<file path="src/verilog/exe_defines.svh">
/* Execute stage CSR and trap constants */
`ifndef EXE_DEFINES_SVH
`define EXE_DEFINES_SVH

// machine CSR addresses
`define CSR_MSTATUS   12'h300
`define CSR_MIE       12'h304
`define CSR_MTVEC     12'h305
`define CSR_MEPC      12'h341
`define CSR_MCAUSE    12'h342
`define CSR_MIP       12'h344

// mcause values, top bit marks an interrupt
`define CAUSE_ECALL_M 64'd11
`define CAUSE_MTIMER  64'h8000_0000_0000_0007

`define MIP_MTIP      64'h80
`define INTR_NO_TIMER 32'd7

`endif

</file>
<file path="src/verilog/exe_data_pkg.sv">
/* Execute stage data types */
package exe_data_pkg;

  // register data and addresses
  typedef logic [63:0] xlen_t;

  // raw instruction, CSR address in bits 31:20
  typedef logic [31:0] inst_t;

  // destination register index
  typedef logic [4:0] ridx_t;

  typedef logic [11:0] csr_addr_t;

  // interrupt number reported with the result
  typedef logic [31:0] intr_no_t;

endpackage

</file>
<file path="src/verilog/exe_op_pkg.sv">
/* Execute stage operations and states */
package exe_op_pkg;

  typedef enum logic [7:0] {
    op_add,
    op_sub,
    op_and,
    op_or,
    op_xor,
    op_sll,
    op_srl,
    op_slt,
    op_beq,
    op_bne,
    op_jalr,
    op_csrrw,
    op_csrrs,
    op_ecall,
    op_mret,
    op_nop
  } op_e;

  typedef enum logic [1:0] {st_idle, st_int, st_trap, st_done} ctrl_state_e;

  typedef enum logic [1:0] {tr_idle, tr_save, tr_cause, tr_done} trap_state_e;

endpackage

</file>
<file path="src/verilog/exe_stage_ctrl.sv">
/* Execute stage control */
`timescale 1ns/1ps
`include "exe_defines.svh"

module exe_stage_ctrl import exe_data_pkg::*, exe_op_pkg::*; (
  input  logic     clk,
  input  logic     rst,
  input  logic     i_valid,
  input  op_e      i_op,
  input  xlen_t    i_pc,
  input  inst_t    i_inst,
  input  xlen_t    i_op1,
  input  xlen_t    i_op2,
  input  xlen_t    i_op3,
  input  ridx_t    i_rd,
  input  logic     i_rd_wen,
  input  logic     i_skip_cmt,
  input  logic     i_ready,
  input  logic     i_mtime_overflow,
  input  logic     i_irq_enabled,
  input  xlen_t    i_alu_rd_wdata,
  input  logic     i_alu_jmp,
  input  xlen_t    i_alu_jmp_addr,
  input  logic     i_trap_done,
  input  xlen_t    i_trap_jmp_addr,
  output logic     o_ready,
  output logic     o_valid,
  output xlen_t    o_pc,
  output inst_t    o_inst,
  output ridx_t    o_rd,
  output logic     o_rd_wen,
  output xlen_t    o_rd_wdata,
  output logic     o_jmp,
  output xlen_t    o_jmp_addr,
  output intr_no_t o_intr_no,
  output logic     o_skip_cmt,
  output logic     o_alu_start,
  output logic     o_trap_start,
  output op_e      o_trap_kind,
  output logic     o_commit,
  output op_e      o_held_op,
  output xlen_t    o_held_pc,
  output inst_t    o_held_inst,
  output xlen_t    o_held_op1,
  output xlen_t    o_held_op2,
  output xlen_t    o_held_op3
);

  ctrl_state_e state;
  logic        accept;
  logic        irq_take;
  logic        is_trap_op;
  logic        is_branch;
  ridx_t       rd_q;
  logic        rd_wen_q;
  logic        skip_q;
  logic        trap_q;
  logic        irq_q;

  assign accept     = i_valid && o_ready;
  assign irq_take   = i_irq_enabled && i_mtime_overflow;
  assign is_trap_op = (i_op == op_ecall) || (i_op == op_mret);
  assign is_branch  = (o_held_op == op_beq) || (o_held_op == op_bne);

  always_ff @(posedge clk) begin
    if (rst) begin
      state        <= st_idle;
      trap_q       <= 1'b0;
      irq_q        <= 1'b0;
      o_trap_start <= 1'b0;
      o_trap_kind  <= op_nop;
    end else begin
      o_trap_start <= 1'b0;
      case (state)
        st_idle: begin
          if (accept) begin
            trap_q <= irq_take || is_trap_op;
            irq_q  <= irq_take;
            // interrupt wins over the instruction, which is dropped
            if (irq_take || is_trap_op) begin
              state        <= st_trap;
              o_trap_start <= 1'b1;
              o_trap_kind  <= irq_take ? op_nop : i_op;
            end else begin
              state <= st_int;
            end
          end
        end
        st_int:  state <= st_done;
        st_trap: if (i_trap_done) state <= st_done;
        st_done: if (i_ready) state <= st_idle;
        default: state <= st_idle;
      endcase
    end
  end

  // held instruction
  always_ff @(posedge clk) begin
    if (accept) begin
      o_held_op   <= i_op;
      o_held_pc   <= i_pc;
      o_held_inst <= i_inst;
      o_held_op1  <= i_op1;
      o_held_op2  <= i_op2;
      o_held_op3  <= i_op3;
      rd_q        <= i_rd;
      rd_wen_q    <= i_rd_wen;
      skip_q      <= i_skip_cmt;
    end
  end

  assign o_ready     = (state == st_idle);
  assign o_valid     = (state == st_done);
  assign o_alu_start = (state == st_int);
  assign o_commit    = o_valid && i_ready && !trap_q;

  // result fields, all zero while not valid
  assign o_pc       = o_valid ? o_held_pc : '0;
  assign o_inst     = o_valid ? o_held_inst : '0;
  assign o_rd       = o_valid ? rd_q : '0;
  assign o_rd_wen   = o_valid && !trap_q && rd_wen_q && !is_branch;
  assign o_rd_wdata = (o_valid && !trap_q) ? i_alu_rd_wdata : '0;
  assign o_jmp      = o_valid && (trap_q || i_alu_jmp);
  assign o_skip_cmt = o_valid && (skip_q || trap_q);
  assign o_intr_no  = (o_valid && irq_q) ? `INTR_NO_TIMER : '0;

  always_comb begin
    o_jmp_addr = '0;
    if (o_valid) begin
      o_jmp_addr = trap_q ? i_trap_jmp_addr : i_alu_jmp_addr;
    end
  end

endmodule

</file>
<file path="src/verilog/exe_top.sv">
/* Execute stage top */
`timescale 1ns/1ps

module exe_top import exe_data_pkg::*, exe_op_pkg::*; (
  input  logic     clk,
  input  logic     rst,
  input  logic     i_valid,
  output logic     o_ready,
  input  op_e      i_op,
  input  xlen_t    i_pc,
  input  inst_t    i_inst,
  input  xlen_t    i_op1,
  input  xlen_t    i_op2,
  input  xlen_t    i_op3,
  input  ridx_t    i_rd,
  input  logic     i_rd_wen,
  input  logic     i_skip_cmt,
  input  logic     i_mtime_overflow,
  output logic     o_valid,
  input  logic     i_ready,
  output xlen_t    o_pc,
  output inst_t    o_inst,
  output ridx_t    o_rd,
  output logic     o_rd_wen,
  output xlen_t    o_rd_wdata,
  output logic     o_jmp,
  output xlen_t    o_jmp_addr,
  output intr_no_t o_intr_no,
  output logic     o_skip_cmt
);

  logic      alu_start;
  logic      trap_start;
  op_e       trap_kind;
  logic      commit;
  logic      irq_enabled;
  op_e       held_op;
  xlen_t     held_pc;
  inst_t     held_inst;
  xlen_t     held_op1;
  xlen_t     held_op2;
  xlen_t     held_op3;
  xlen_t     alu_rd_wdata;
  logic      alu_jmp;
  xlen_t     alu_jmp_addr;
  logic      trap_done;
  xlen_t     trap_jmp_addr;
  csr_addr_t csr_raddr;
  xlen_t     csr_rdata;
  logic      csr_wen;
  csr_addr_t csr_waddr;
  xlen_t     csr_wdata;
  logic      save_en;
  xlen_t     save_mepc;
  xlen_t     save_mcause;
  logic      set_mtip;
  logic      mret_en;
  xlen_t     mtvec;
  xlen_t     mepc;

  exe_stage_ctrl ctrl_i (
    .clk              (clk),
    .rst              (rst),
    .i_valid          (i_valid),
    .i_op             (i_op),
    .i_pc             (i_pc),
    .i_inst           (i_inst),
    .i_op1            (i_op1),
    .i_op2            (i_op2),
    .i_op3            (i_op3),
    .i_rd             (i_rd),
    .i_rd_wen         (i_rd_wen),
    .i_skip_cmt       (i_skip_cmt),
    .i_ready          (i_ready),
    .i_mtime_overflow (i_mtime_overflow),
    .i_irq_enabled    (irq_enabled),
    .i_alu_rd_wdata   (alu_rd_wdata),
    .i_alu_jmp        (alu_jmp),
    .i_alu_jmp_addr   (alu_jmp_addr),
    .i_trap_done      (trap_done),
    .i_trap_jmp_addr  (trap_jmp_addr),
    .o_ready          (o_ready),
    .o_valid          (o_valid),
    .o_pc             (o_pc),
    .o_inst           (o_inst),
    .o_rd             (o_rd),
    .o_rd_wen         (o_rd_wen),
    .o_rd_wdata       (o_rd_wdata),
    .o_jmp            (o_jmp),
    .o_jmp_addr       (o_jmp_addr),
    .o_intr_no        (o_intr_no),
    .o_skip_cmt       (o_skip_cmt),
    .o_alu_start      (alu_start),
    .o_trap_start     (trap_start),
    .o_trap_kind      (trap_kind),
    .o_commit         (commit),
    .o_held_op        (held_op),
    .o_held_pc        (held_pc),
    .o_held_inst      (held_inst),
    .o_held_op1       (held_op1),
    .o_held_op2       (held_op2),
    .o_held_op3       (held_op3)
  );

  int_csr_unit int_i (
    .clk         (clk),
    .rst         (rst),
    .i_start     (alu_start),
    .i_op        (held_op),
    .i_pc        (held_pc),
    .i_op1       (held_op1),
    .i_op2       (held_op2),
    .i_op3       (held_op3),
    .i_inst      (held_inst),
    .i_csr_rdata (csr_rdata),
    .i_commit    (commit),
    .o_csr_raddr (csr_raddr),
    .o_csr_wen   (csr_wen),
    .o_csr_waddr (csr_waddr),
    .o_csr_wdata (csr_wdata),
    .o_rd_wdata  (alu_rd_wdata),
    .o_jmp       (alu_jmp),
    .o_jmp_addr  (alu_jmp_addr)
  );

  trap_unit trap_i (
    .clk           (clk),
    .rst           (rst),
    .i_start       (trap_start),
    .i_kind        (trap_kind),
    .i_pc          (held_pc),
    .i_mtvec       (mtvec),
    .i_mepc        (mepc),
    .o_save_en     (save_en),
    .o_save_mepc   (save_mepc),
    .o_save_mcause (save_mcause),
    .o_set_mtip    (set_mtip),
    .o_mret_en     (mret_en),
    .o_done        (trap_done),
    .o_jmp_addr    (trap_jmp_addr)
  );

  mcsr_file csr_i (
    .clk           (clk),
    .rst           (rst),
    .i_raddr       (csr_raddr),
    .i_wen         (csr_wen),
    .i_waddr       (csr_waddr),
    .i_wdata       (csr_wdata),
    .i_save_en     (save_en),
    .i_save_mepc   (save_mepc),
    .i_save_mcause (save_mcause),
    .i_set_mtip    (set_mtip),
    .i_mret_en     (mret_en),
    .o_rdata       (csr_rdata),
    .o_mtvec       (mtvec),
    .o_mepc        (mepc),
    .o_irq_enabled (irq_enabled)
  );

endmodule

</file>
<file path="src/verilog/int_csr_unit.sv">
/* Integer and CSR execution unit */
`timescale 1ns/1ps

module int_csr_unit import exe_data_pkg::*, exe_op_pkg::*; (
  input  logic      clk,
  input  logic      rst,
  input  logic      i_start,
  input  op_e       i_op,
  input  xlen_t     i_pc,
  input  xlen_t     i_op1,
  input  xlen_t     i_op2,
  input  xlen_t     i_op3,
  input  inst_t     i_inst,
  input  xlen_t     i_csr_rdata,
  input  logic      i_commit,
  output csr_addr_t o_csr_raddr,
  output logic      o_csr_wen,
  output csr_addr_t o_csr_waddr,
  output xlen_t     o_csr_wdata,
  output xlen_t     o_rd_wdata,
  output logic      o_jmp,
  output xlen_t     o_jmp_addr
);

  xlen_t rd_d;
  xlen_t csr_d;
  logic  jmp_d;
  logic  csr_pend_d;
  logic  csr_pend_q;

  assign o_csr_raddr = i_inst[31:20];

  always_comb begin
    rd_d       = '0;
    csr_d      = '0;
    jmp_d      = 1'b0;
    csr_pend_d = 1'b0;
    case (i_op)
      op_add: rd_d = i_op1 + i_op2;
      op_sub: rd_d = i_op1 - i_op2;
      op_and: rd_d = i_op1 & i_op2;
      op_or:  rd_d = i_op1 | i_op2;
      op_xor: rd_d = i_op1 ^ i_op2;
      op_sll: rd_d = i_op1 << i_op2[5:0];
      op_srl: rd_d = i_op1 >> i_op2[5:0];
      op_slt: rd_d = {63'b0, $signed(i_op1) < $signed(i_op2)};
      op_beq: jmp_d = (i_op1 == i_op2);
      op_bne: jmp_d = (i_op1 != i_op2);
      op_jalr: begin
        rd_d  = i_pc + 64'd4;
        jmp_d = 1'b1;
      end
      op_csrrw: begin
        rd_d       = i_csr_rdata;
        csr_d      = i_op1;
        csr_pend_d = 1'b1;
      end
      op_csrrs: begin
        rd_d       = i_csr_rdata;
        csr_d      = i_csr_rdata | i_op1;
        csr_pend_d = 1'b1;
      end
      default: rd_d = '0;
    endcase
  end

  always_ff @(posedge clk) begin
    if (rst) begin
      o_jmp      <= 1'b0;
      csr_pend_q <= 1'b0;
    end else if (i_start) begin
      o_jmp      <= jmp_d;
      csr_pend_q <= csr_pend_d;
    end
  end

  always_ff @(posedge clk) begin
    if (i_start) begin
      o_rd_wdata  <= rd_d;
      o_csr_wdata <= csr_d;
      o_csr_waddr <= i_inst[31:20];
      // jalr target has bit 0 cleared
      o_jmp_addr  <= (i_op == op_jalr) ? ((i_op1 + i_op2) & ~64'd1) : (i_pc + i_op3);
    end
  end

  // CSR write lands on the output handshake
  assign o_csr_wen = csr_pend_q && i_commit;

endmodule

</file>
<file path="src/verilog/mcsr_file.sv">
/* Machine CSR file */
`timescale 1ns/1ps
`include "exe_defines.svh"

module mcsr_file import exe_data_pkg::*; (
  input  logic      clk,
  input  logic      rst,
  input  csr_addr_t i_raddr,
  input  logic      i_wen,
  input  csr_addr_t i_waddr,
  input  xlen_t     i_wdata,
  input  logic      i_save_en,
  input  xlen_t     i_save_mepc,
  input  xlen_t     i_save_mcause,
  input  logic      i_set_mtip,
  input  logic      i_mret_en,
  output xlen_t     o_rdata,
  output xlen_t     o_mtvec,
  output xlen_t     o_mepc,
  output logic      o_irq_enabled
);

  xlen_t mstatus;
  xlen_t mie;
  xlen_t mcause;
  xlen_t mip;

  always_ff @(posedge clk) begin
    if (rst) begin
      mstatus <= '0;
      mie     <= '0;
      o_mtvec <= '0;
      o_mepc  <= '0;
      mcause  <= '0;
      mip     <= '0;
    end else if (i_save_en) begin
      o_mepc     <= i_save_mepc;
      mcause     <= i_save_mcause;
      // stack MIE into MPIE
      mstatus[7] <= mstatus[3];
      mstatus[3] <= 1'b0;
      if (i_set_mtip) mip <= `MIP_MTIP;
    end else if (i_mret_en) begin
      mstatus[3] <= mstatus[7];
    end else if (i_wen) begin
      case (i_waddr)
        `CSR_MSTATUS: mstatus <= i_wdata;
        `CSR_MIE:     mie     <= i_wdata;
        `CSR_MTVEC:   o_mtvec <= i_wdata;
        `CSR_MEPC:    o_mepc  <= i_wdata;
        `CSR_MCAUSE:  mcause  <= i_wdata;
        `CSR_MIP:     mip     <= i_wdata;
        default: ;
      endcase
    end
  end

  always_comb begin
    case (i_raddr)
      `CSR_MSTATUS: o_rdata = mstatus;
      `CSR_MIE:     o_rdata = mie;
      `CSR_MTVEC:   o_rdata = o_mtvec;
      `CSR_MEPC:    o_rdata = o_mepc;
      `CSR_MCAUSE:  o_rdata = mcause;
      `CSR_MIP:     o_rdata = mip;
      default:      o_rdata = '0;
    endcase
  end

  // mstatus.MIE and mie.MTIE
  assign o_irq_enabled = mstatus[3] && mie[7];

endmodule

</file>
<file path="src/verilog/trap_unit.sv">
/* Trap entry and mret sequencer */
`timescale 1ns/1ps
`include "exe_defines.svh"

module trap_unit import exe_data_pkg::*, exe_op_pkg::*; (
  input  logic  clk,
  input  logic  rst,
  input  logic  i_start,
  input  op_e   i_kind,
  input  xlen_t i_pc,
  input  xlen_t i_mtvec,
  input  xlen_t i_mepc,
  output logic  o_save_en,
  output xlen_t o_save_mepc,
  output xlen_t o_save_mcause,
  output logic  o_set_mtip,
  output logic  o_mret_en,
  output logic  o_done,
  output xlen_t o_jmp_addr
);

  trap_state_e state;
  op_e         kind_q;
  logic        is_mret;

  assign is_mret = (kind_q == op_mret);

  always_ff @(posedge clk) begin
    if (rst) begin
      state  <= tr_idle;
      kind_q <= op_nop;
    end else begin
      case (state)
        tr_idle: begin
          if (i_start) begin
            state  <= tr_save;
            kind_q <= i_kind;
          end
        end
        tr_save:  state <= tr_cause;
        tr_cause: state <= tr_done;
        tr_done:  state <= tr_idle;
        default:  state <= tr_idle;
      endcase
    end
  end

  // op_nop marks the timer interrupt
  assign o_save_en     = (state == tr_save) && !is_mret;
  assign o_mret_en     = (state == tr_save) && is_mret;
  assign o_set_mtip    = (state == tr_save) && (kind_q == op_nop);
  assign o_save_mepc   = i_pc;
  assign o_save_mcause = (kind_q == op_nop) ? `CAUSE_MTIMER : `CAUSE_ECALL_M;

  // target settles once the CSR updates are in
  always_ff @(posedge clk) begin
    if (state == tr_cause) begin
      o_jmp_addr <= is_mret ? i_mepc : i_mtvec;
    end
  end

  assign o_done = (state == tr_cause);

endmodule
</file>
<file path="config.mk">
export PLATFORM = sky130hd
export DESIGN_NAME = exe_top
export DESIGN_NICKNAME = d
export VERILOG_FILES = /design/src/verilog/exe_data_pkg.sv /design/src/verilog/exe_op_pkg.sv /design/src/verilog/exe_stage_ctrl.sv /design/src/verilog/exe_top.sv /design/src/verilog/int_csr_unit.sv /design/src/verilog/mcsr_file.sv /design/src/verilog/trap_unit.sv
export VERILOG_INCLUDE_DIRS = /design/src /design/src/verilog
export SDC_FILE = /design/constraint.sdc
export NUM_CORES = 2
export LEC_CHECK = 0
export ABC_CLOCK_PERIOD_IN_PS = 7900
export BUFFER_PORTS_ARGS = -buffer_cell sky130_fd_sc_hd__buf_4
export CAP_MARGIN = 30
export CORE_MARGIN = 10
export CORE_UTILIZATION = 55
export CTS_BUF_LIST = sky130_fd_sc_hd__clkbuf_16
export DETAILED_ROUTE_END_ITERATION = 16
export PLACE_DENSITY = 0.78
export REMOVE_ABC_BUFFERS = 1
export SLEW_MARGIN = 20
export SYNTH_ARGS = -nofsm -noshare
export SYNTH_HDL_FRONTEND = slang
export SYNTH_SLANG_ARGS = --single-unit
</file>
<file path="constraint.sdc">
create_clock -name clk -period 7.9 [get_ports clk]
set_input_delay 0.395 -clock clk [delete_from_list [all_inputs] [get_ports clk]]
set_output_delay 0.395 -clock clk [all_outputs]
set_load 0.03 [all_outputs]
</file>
==> flow_metrics.env <==
export IMPL_outcome="complete, no violations"
export IMPL_r2r_start="ctrl_i.o_held_op2[3]"
export IMPL_drt_vias_per_instance=7.04
export IMPL_slew_headroom_pct=8.46
export IMPL_gr_usage_met1_pct=58.3
export IMPL_final_nets=8262
export IMPL_fin_ws_ns=2.08
export IMPL_hold_class="input port to flop"
export IMPL_drc=0
export IMPL_antenna_found_initial=28
export IMPL_fin_tns_setup_ns=0
export IMPL_clkSlewWorstSetupHoldPaths_ns=0.07
export IMPL_seq_area_um2=25300
export IMPL_routed_wl_mm=324
export IMPL_vias=65500
export IMPL_grt_overflow_total=0
export IMPL_yosysUniqueCellTypes=102
export IMPL_drtAntennaViolNets=0
export IMPL_met2_usage_pct=69.1
export IMPL_grt_max_degree=191
export IMPL_yosys_warnings=0
export IMPL_post_place_ws_ns=2.37
export IMPL_fmax_mhz=172
export IMPL_timing_final_max_slew_violations=0
export IMPL_layout_drive_gt1_share_pct=14.1
export IMPL_cts_resized=0
export IMPL_numCtsBuffers=105
export IMPL_cp_arrival_ns=6.34
export IMPL_end_kind="flop"
export IMPL_grt_pass1_wl_mm=451
export IMPL_grt_pass1_vias=60887
export IMPL_clk_latency_ns=0.77
export IMPL_crit_start="ctrl_i.o_held_op2[3]"
export IMPL_rsz0062_at_grt="no"
export IMPL_grtUsageTotal_pct=48.2
export IMPL_worst_slew_pin_slew_ns=1.37
export IMPL_met3_usage_pct=14.7
export IMPL_p_leak_nw=29.0
export IMPL_wl_per_cell_um=34.8
export IMPL_ioPinCount=574
export IMPL_synthArstFlopShare_pct=0
export IMPL_ys_ff_latch=980
export IMPL_start_util_pct=55.3
export IMPL_ctsHtreeMaxLevel=3
export IMPL_cp_max_fo=45
export IMPL_drv_cap=0
export IMPL_ir_drop_mv=0.334
export IMPL_crit_type="flop to flop"
export IMPL_postLayoutCoreUtil_pct=65.8
export IMPL_core_area_um2=114000
export IMPL_required_ns=8.42
export IMPL_fillers=8946
export IMPL_die_area_um2=129000
export IMPL_drt_pass1_iterations=7
export IMPL_cts_sinks=980
export IMPL_routabilityCongestion=1.14
export IMPL_cts_tree="done"
export IMPL_period_minus_slack_ns=5.82
export IMPL_drtIter0Drc=11542
export IMPL_synth_area_per_cell_um2=8.89
export IMPL_fin_skew_ns=0.0605
export IMPL_fin_crit_sh_pct=73.6
export IMPL_synthesis_area_um2=63000
export IMPL_clockRootBuffer="clkbuf_16"
export IMPL_grt_busiest_layer="met2"
export IMPL_synthFlopType="edfxtp_1"
export IMPL_die_w_um=359
export IMPL_holdCritStartpoint="i_ready"
export IMPL_hold_viol=0
export IMPL_hpwl_mm=226
export IMPL_setup_viol=0
export IMPL_portBuffers=544
export IMPL_worstSetupStartpointType="flop"
export IMPL_netlist_instances=7089
export IMPL_fp_dieH_um=359
export IMPL_clock_path_buffers=3
export IMPL_synth_edf_count=571
export IMPL_area_growth_pct=19.1
export IMPL_yosysSeqAreaShare_pct=40.2
export IMPL_multi_input_area_um2=35100
export IMPL_num_rows=124
export IMPL_p_per_area_nw_per_um2=324
-- flip-flops by register name (all words and copies together), names as in the netlist, 2 cells and up --
name / flops
int_i.o_csr_wdata: 64
int_i.o_rd_wdata: 64
ctrl_i.o_held_pc: 64
trap_i.state: 2
csr_i.mip: 64
ctrl_i.o_held_inst: 32
ctrl_i.rd_q: 5
trap_i.o_jmp_addr: 64
csr_i.mstatus: 64
int_i.o_csr_waddr: 12
csr_i.o_mepc: 64
ctrl_i.o_held_op2: 64
ctrl_i.o_held_op3: 64
ctrl_i.state: 2
int_i.o_jmp_addr: 64
csr_i.o_mtvec: 64
ctrl_i.o_held_op1: 64
trap_i.kind_q: 8
csr_i.mie: 64
csr_i.mcause: 64
ctrl_i.o_trap_kind: 8
ctrl_i.o_held_op: 8
-- where the power goes --
part	leakage (nW)	internal, mW	total (mW)	switching (mW)
clock	1.76	2.67	4.98	2.31
sequential	8.70	6.75	8.18	1.43
combinational	18.6	3.38	11.2	7.82
-- timing repair --
item	4_1_cts	5_1_grt
hold buffers	303	0
hold endpoints to repair	304	0
buffers inserted	0	0
-- kinds of logic (layout without fill, tap and decap cells) --
kind of cell    Yosys count  count (layout)  share of synthesized area [%]
buf+inv                 765            1421                           4.84
xor+xnor                194             194                           2.70
simple gates           2454            2454                           17.5
fa+ha+maj               272             272                           5.43
compound gates         1974            1974                           20.6
flops                   980             980                           40.2
mux                     449             449                           8.74
other cells               1              50                        0.00595
-- critical path, stage by stage (launching register included) --
cell and delay, ns:
edfxtp_1 0.38, clkinv_2 0.63, ha_1 0.72, o21ai_1 0.15, o21ai_0 0.63, nand3_1 0.18
nand3_2 0.26, a31oi_2 0.29, o41a_1 0.59, o31ai_1 0.78, nand3_1 0.36, nand3_1 0.20
o21ai_0 0.12, a211o_1 0.31
-- cell type report --
cell class                      instances  share of cell area (%)
Clock inverter                         90                   0.905
Clock buffer                          108                    3.60
Timing Repair Buffer                  993                    11.3
Inverter                              230                    1.16
Tap cell                             1512                    2.52
Sequential cell                       980                    33.7
Multi-Input combinational cell       5372                    46.7
Antenna cell                           21                  0.0700
-- stage by stage --
step / power, mW / area (um^2) / cells / hold slack (ns)
global placement: 18.3 / 68200 / 8755 / 0.421
finish: 24.4 / 75100 / 9306 / 0.146
detailed placement: 18.4 / 68400 / 8767 / 0.426
CTS: 23.4 / 74800 / 9268 / 0.111
floorplan: 13.9 / 61000 / 6582 / 0.406
global route: 24.8 / 75000 / 9287 / 0.204
-- metal layers --
metal	wire, um	part of all wire [%]
met5	140	0.043
met4	36700	11
met1	109000	34
met2	132000	41
met3	46000	14
-- cell usage after synthesis (128+ instances only) --
cell type  number  share of area [%]
nor2_1        875                5.2
nand2_1       769                4.6
a21oi_1       662                5.3
edfxtp_1      571                 27
dfxtp_1       409                 13
clkbuf_1      403                2.4
o21ai_0       325                2.6
mux2i_1       285                4.5
ha_1          269                5.3
inv_1         224                1.3
and2_1        184                1.8
nand3_1       164                1.3
xnor2_1       146                2.0
a221oi_1      128                1.8
-- layout by cell type (no fill, tap or decap), types with 82 or more instances in the layout --
| master | count |
|---|---|
| nand3_1 | 160 |
| clkbuf_16 | 108 |
| buf_4 | 653 |
| dlygate4sd3_1 | 303 |
| nor2_1 | 869 |
| inv_1 | 250 |
| dfxtp_1 | 408 |
| ha_1 | 266 |
| nor2b_1 | 93 |
| mux2_2 | 92 |
| edfxtp_1 | 571 |
| xnor2_1 | 145 |
| a221oi_1 | 126 |
| nand2_1 | 765 |
| a21oi_1 | 662 |
| and2_1 | 184 |
| a221o_1 | 82 |
| o21ai_0 | 323 |
| mux2i_1 | 285 |
| a22oi_1 | 83 |
| nor3_1 | 88 |
| a211oi_1 | 116 |
-- worst paths after layout --
| path | endpoint | slack, ns | depth (start not counted) |
|---|---|---|---|
| max | int_i.o_rd_wdata[59] | 2.08 | 13 |
| min | ctrl_i.state[0] | 0.15 | 5 |
| max reg2reg | int_i.o_rd_wdata[59] | 2.08 | 13 |
| min reg2reg | ctrl_i.o_trap_kind[2] | 0.44 | 1 |
Note: power is estimated with default switching activity, not from simulation.
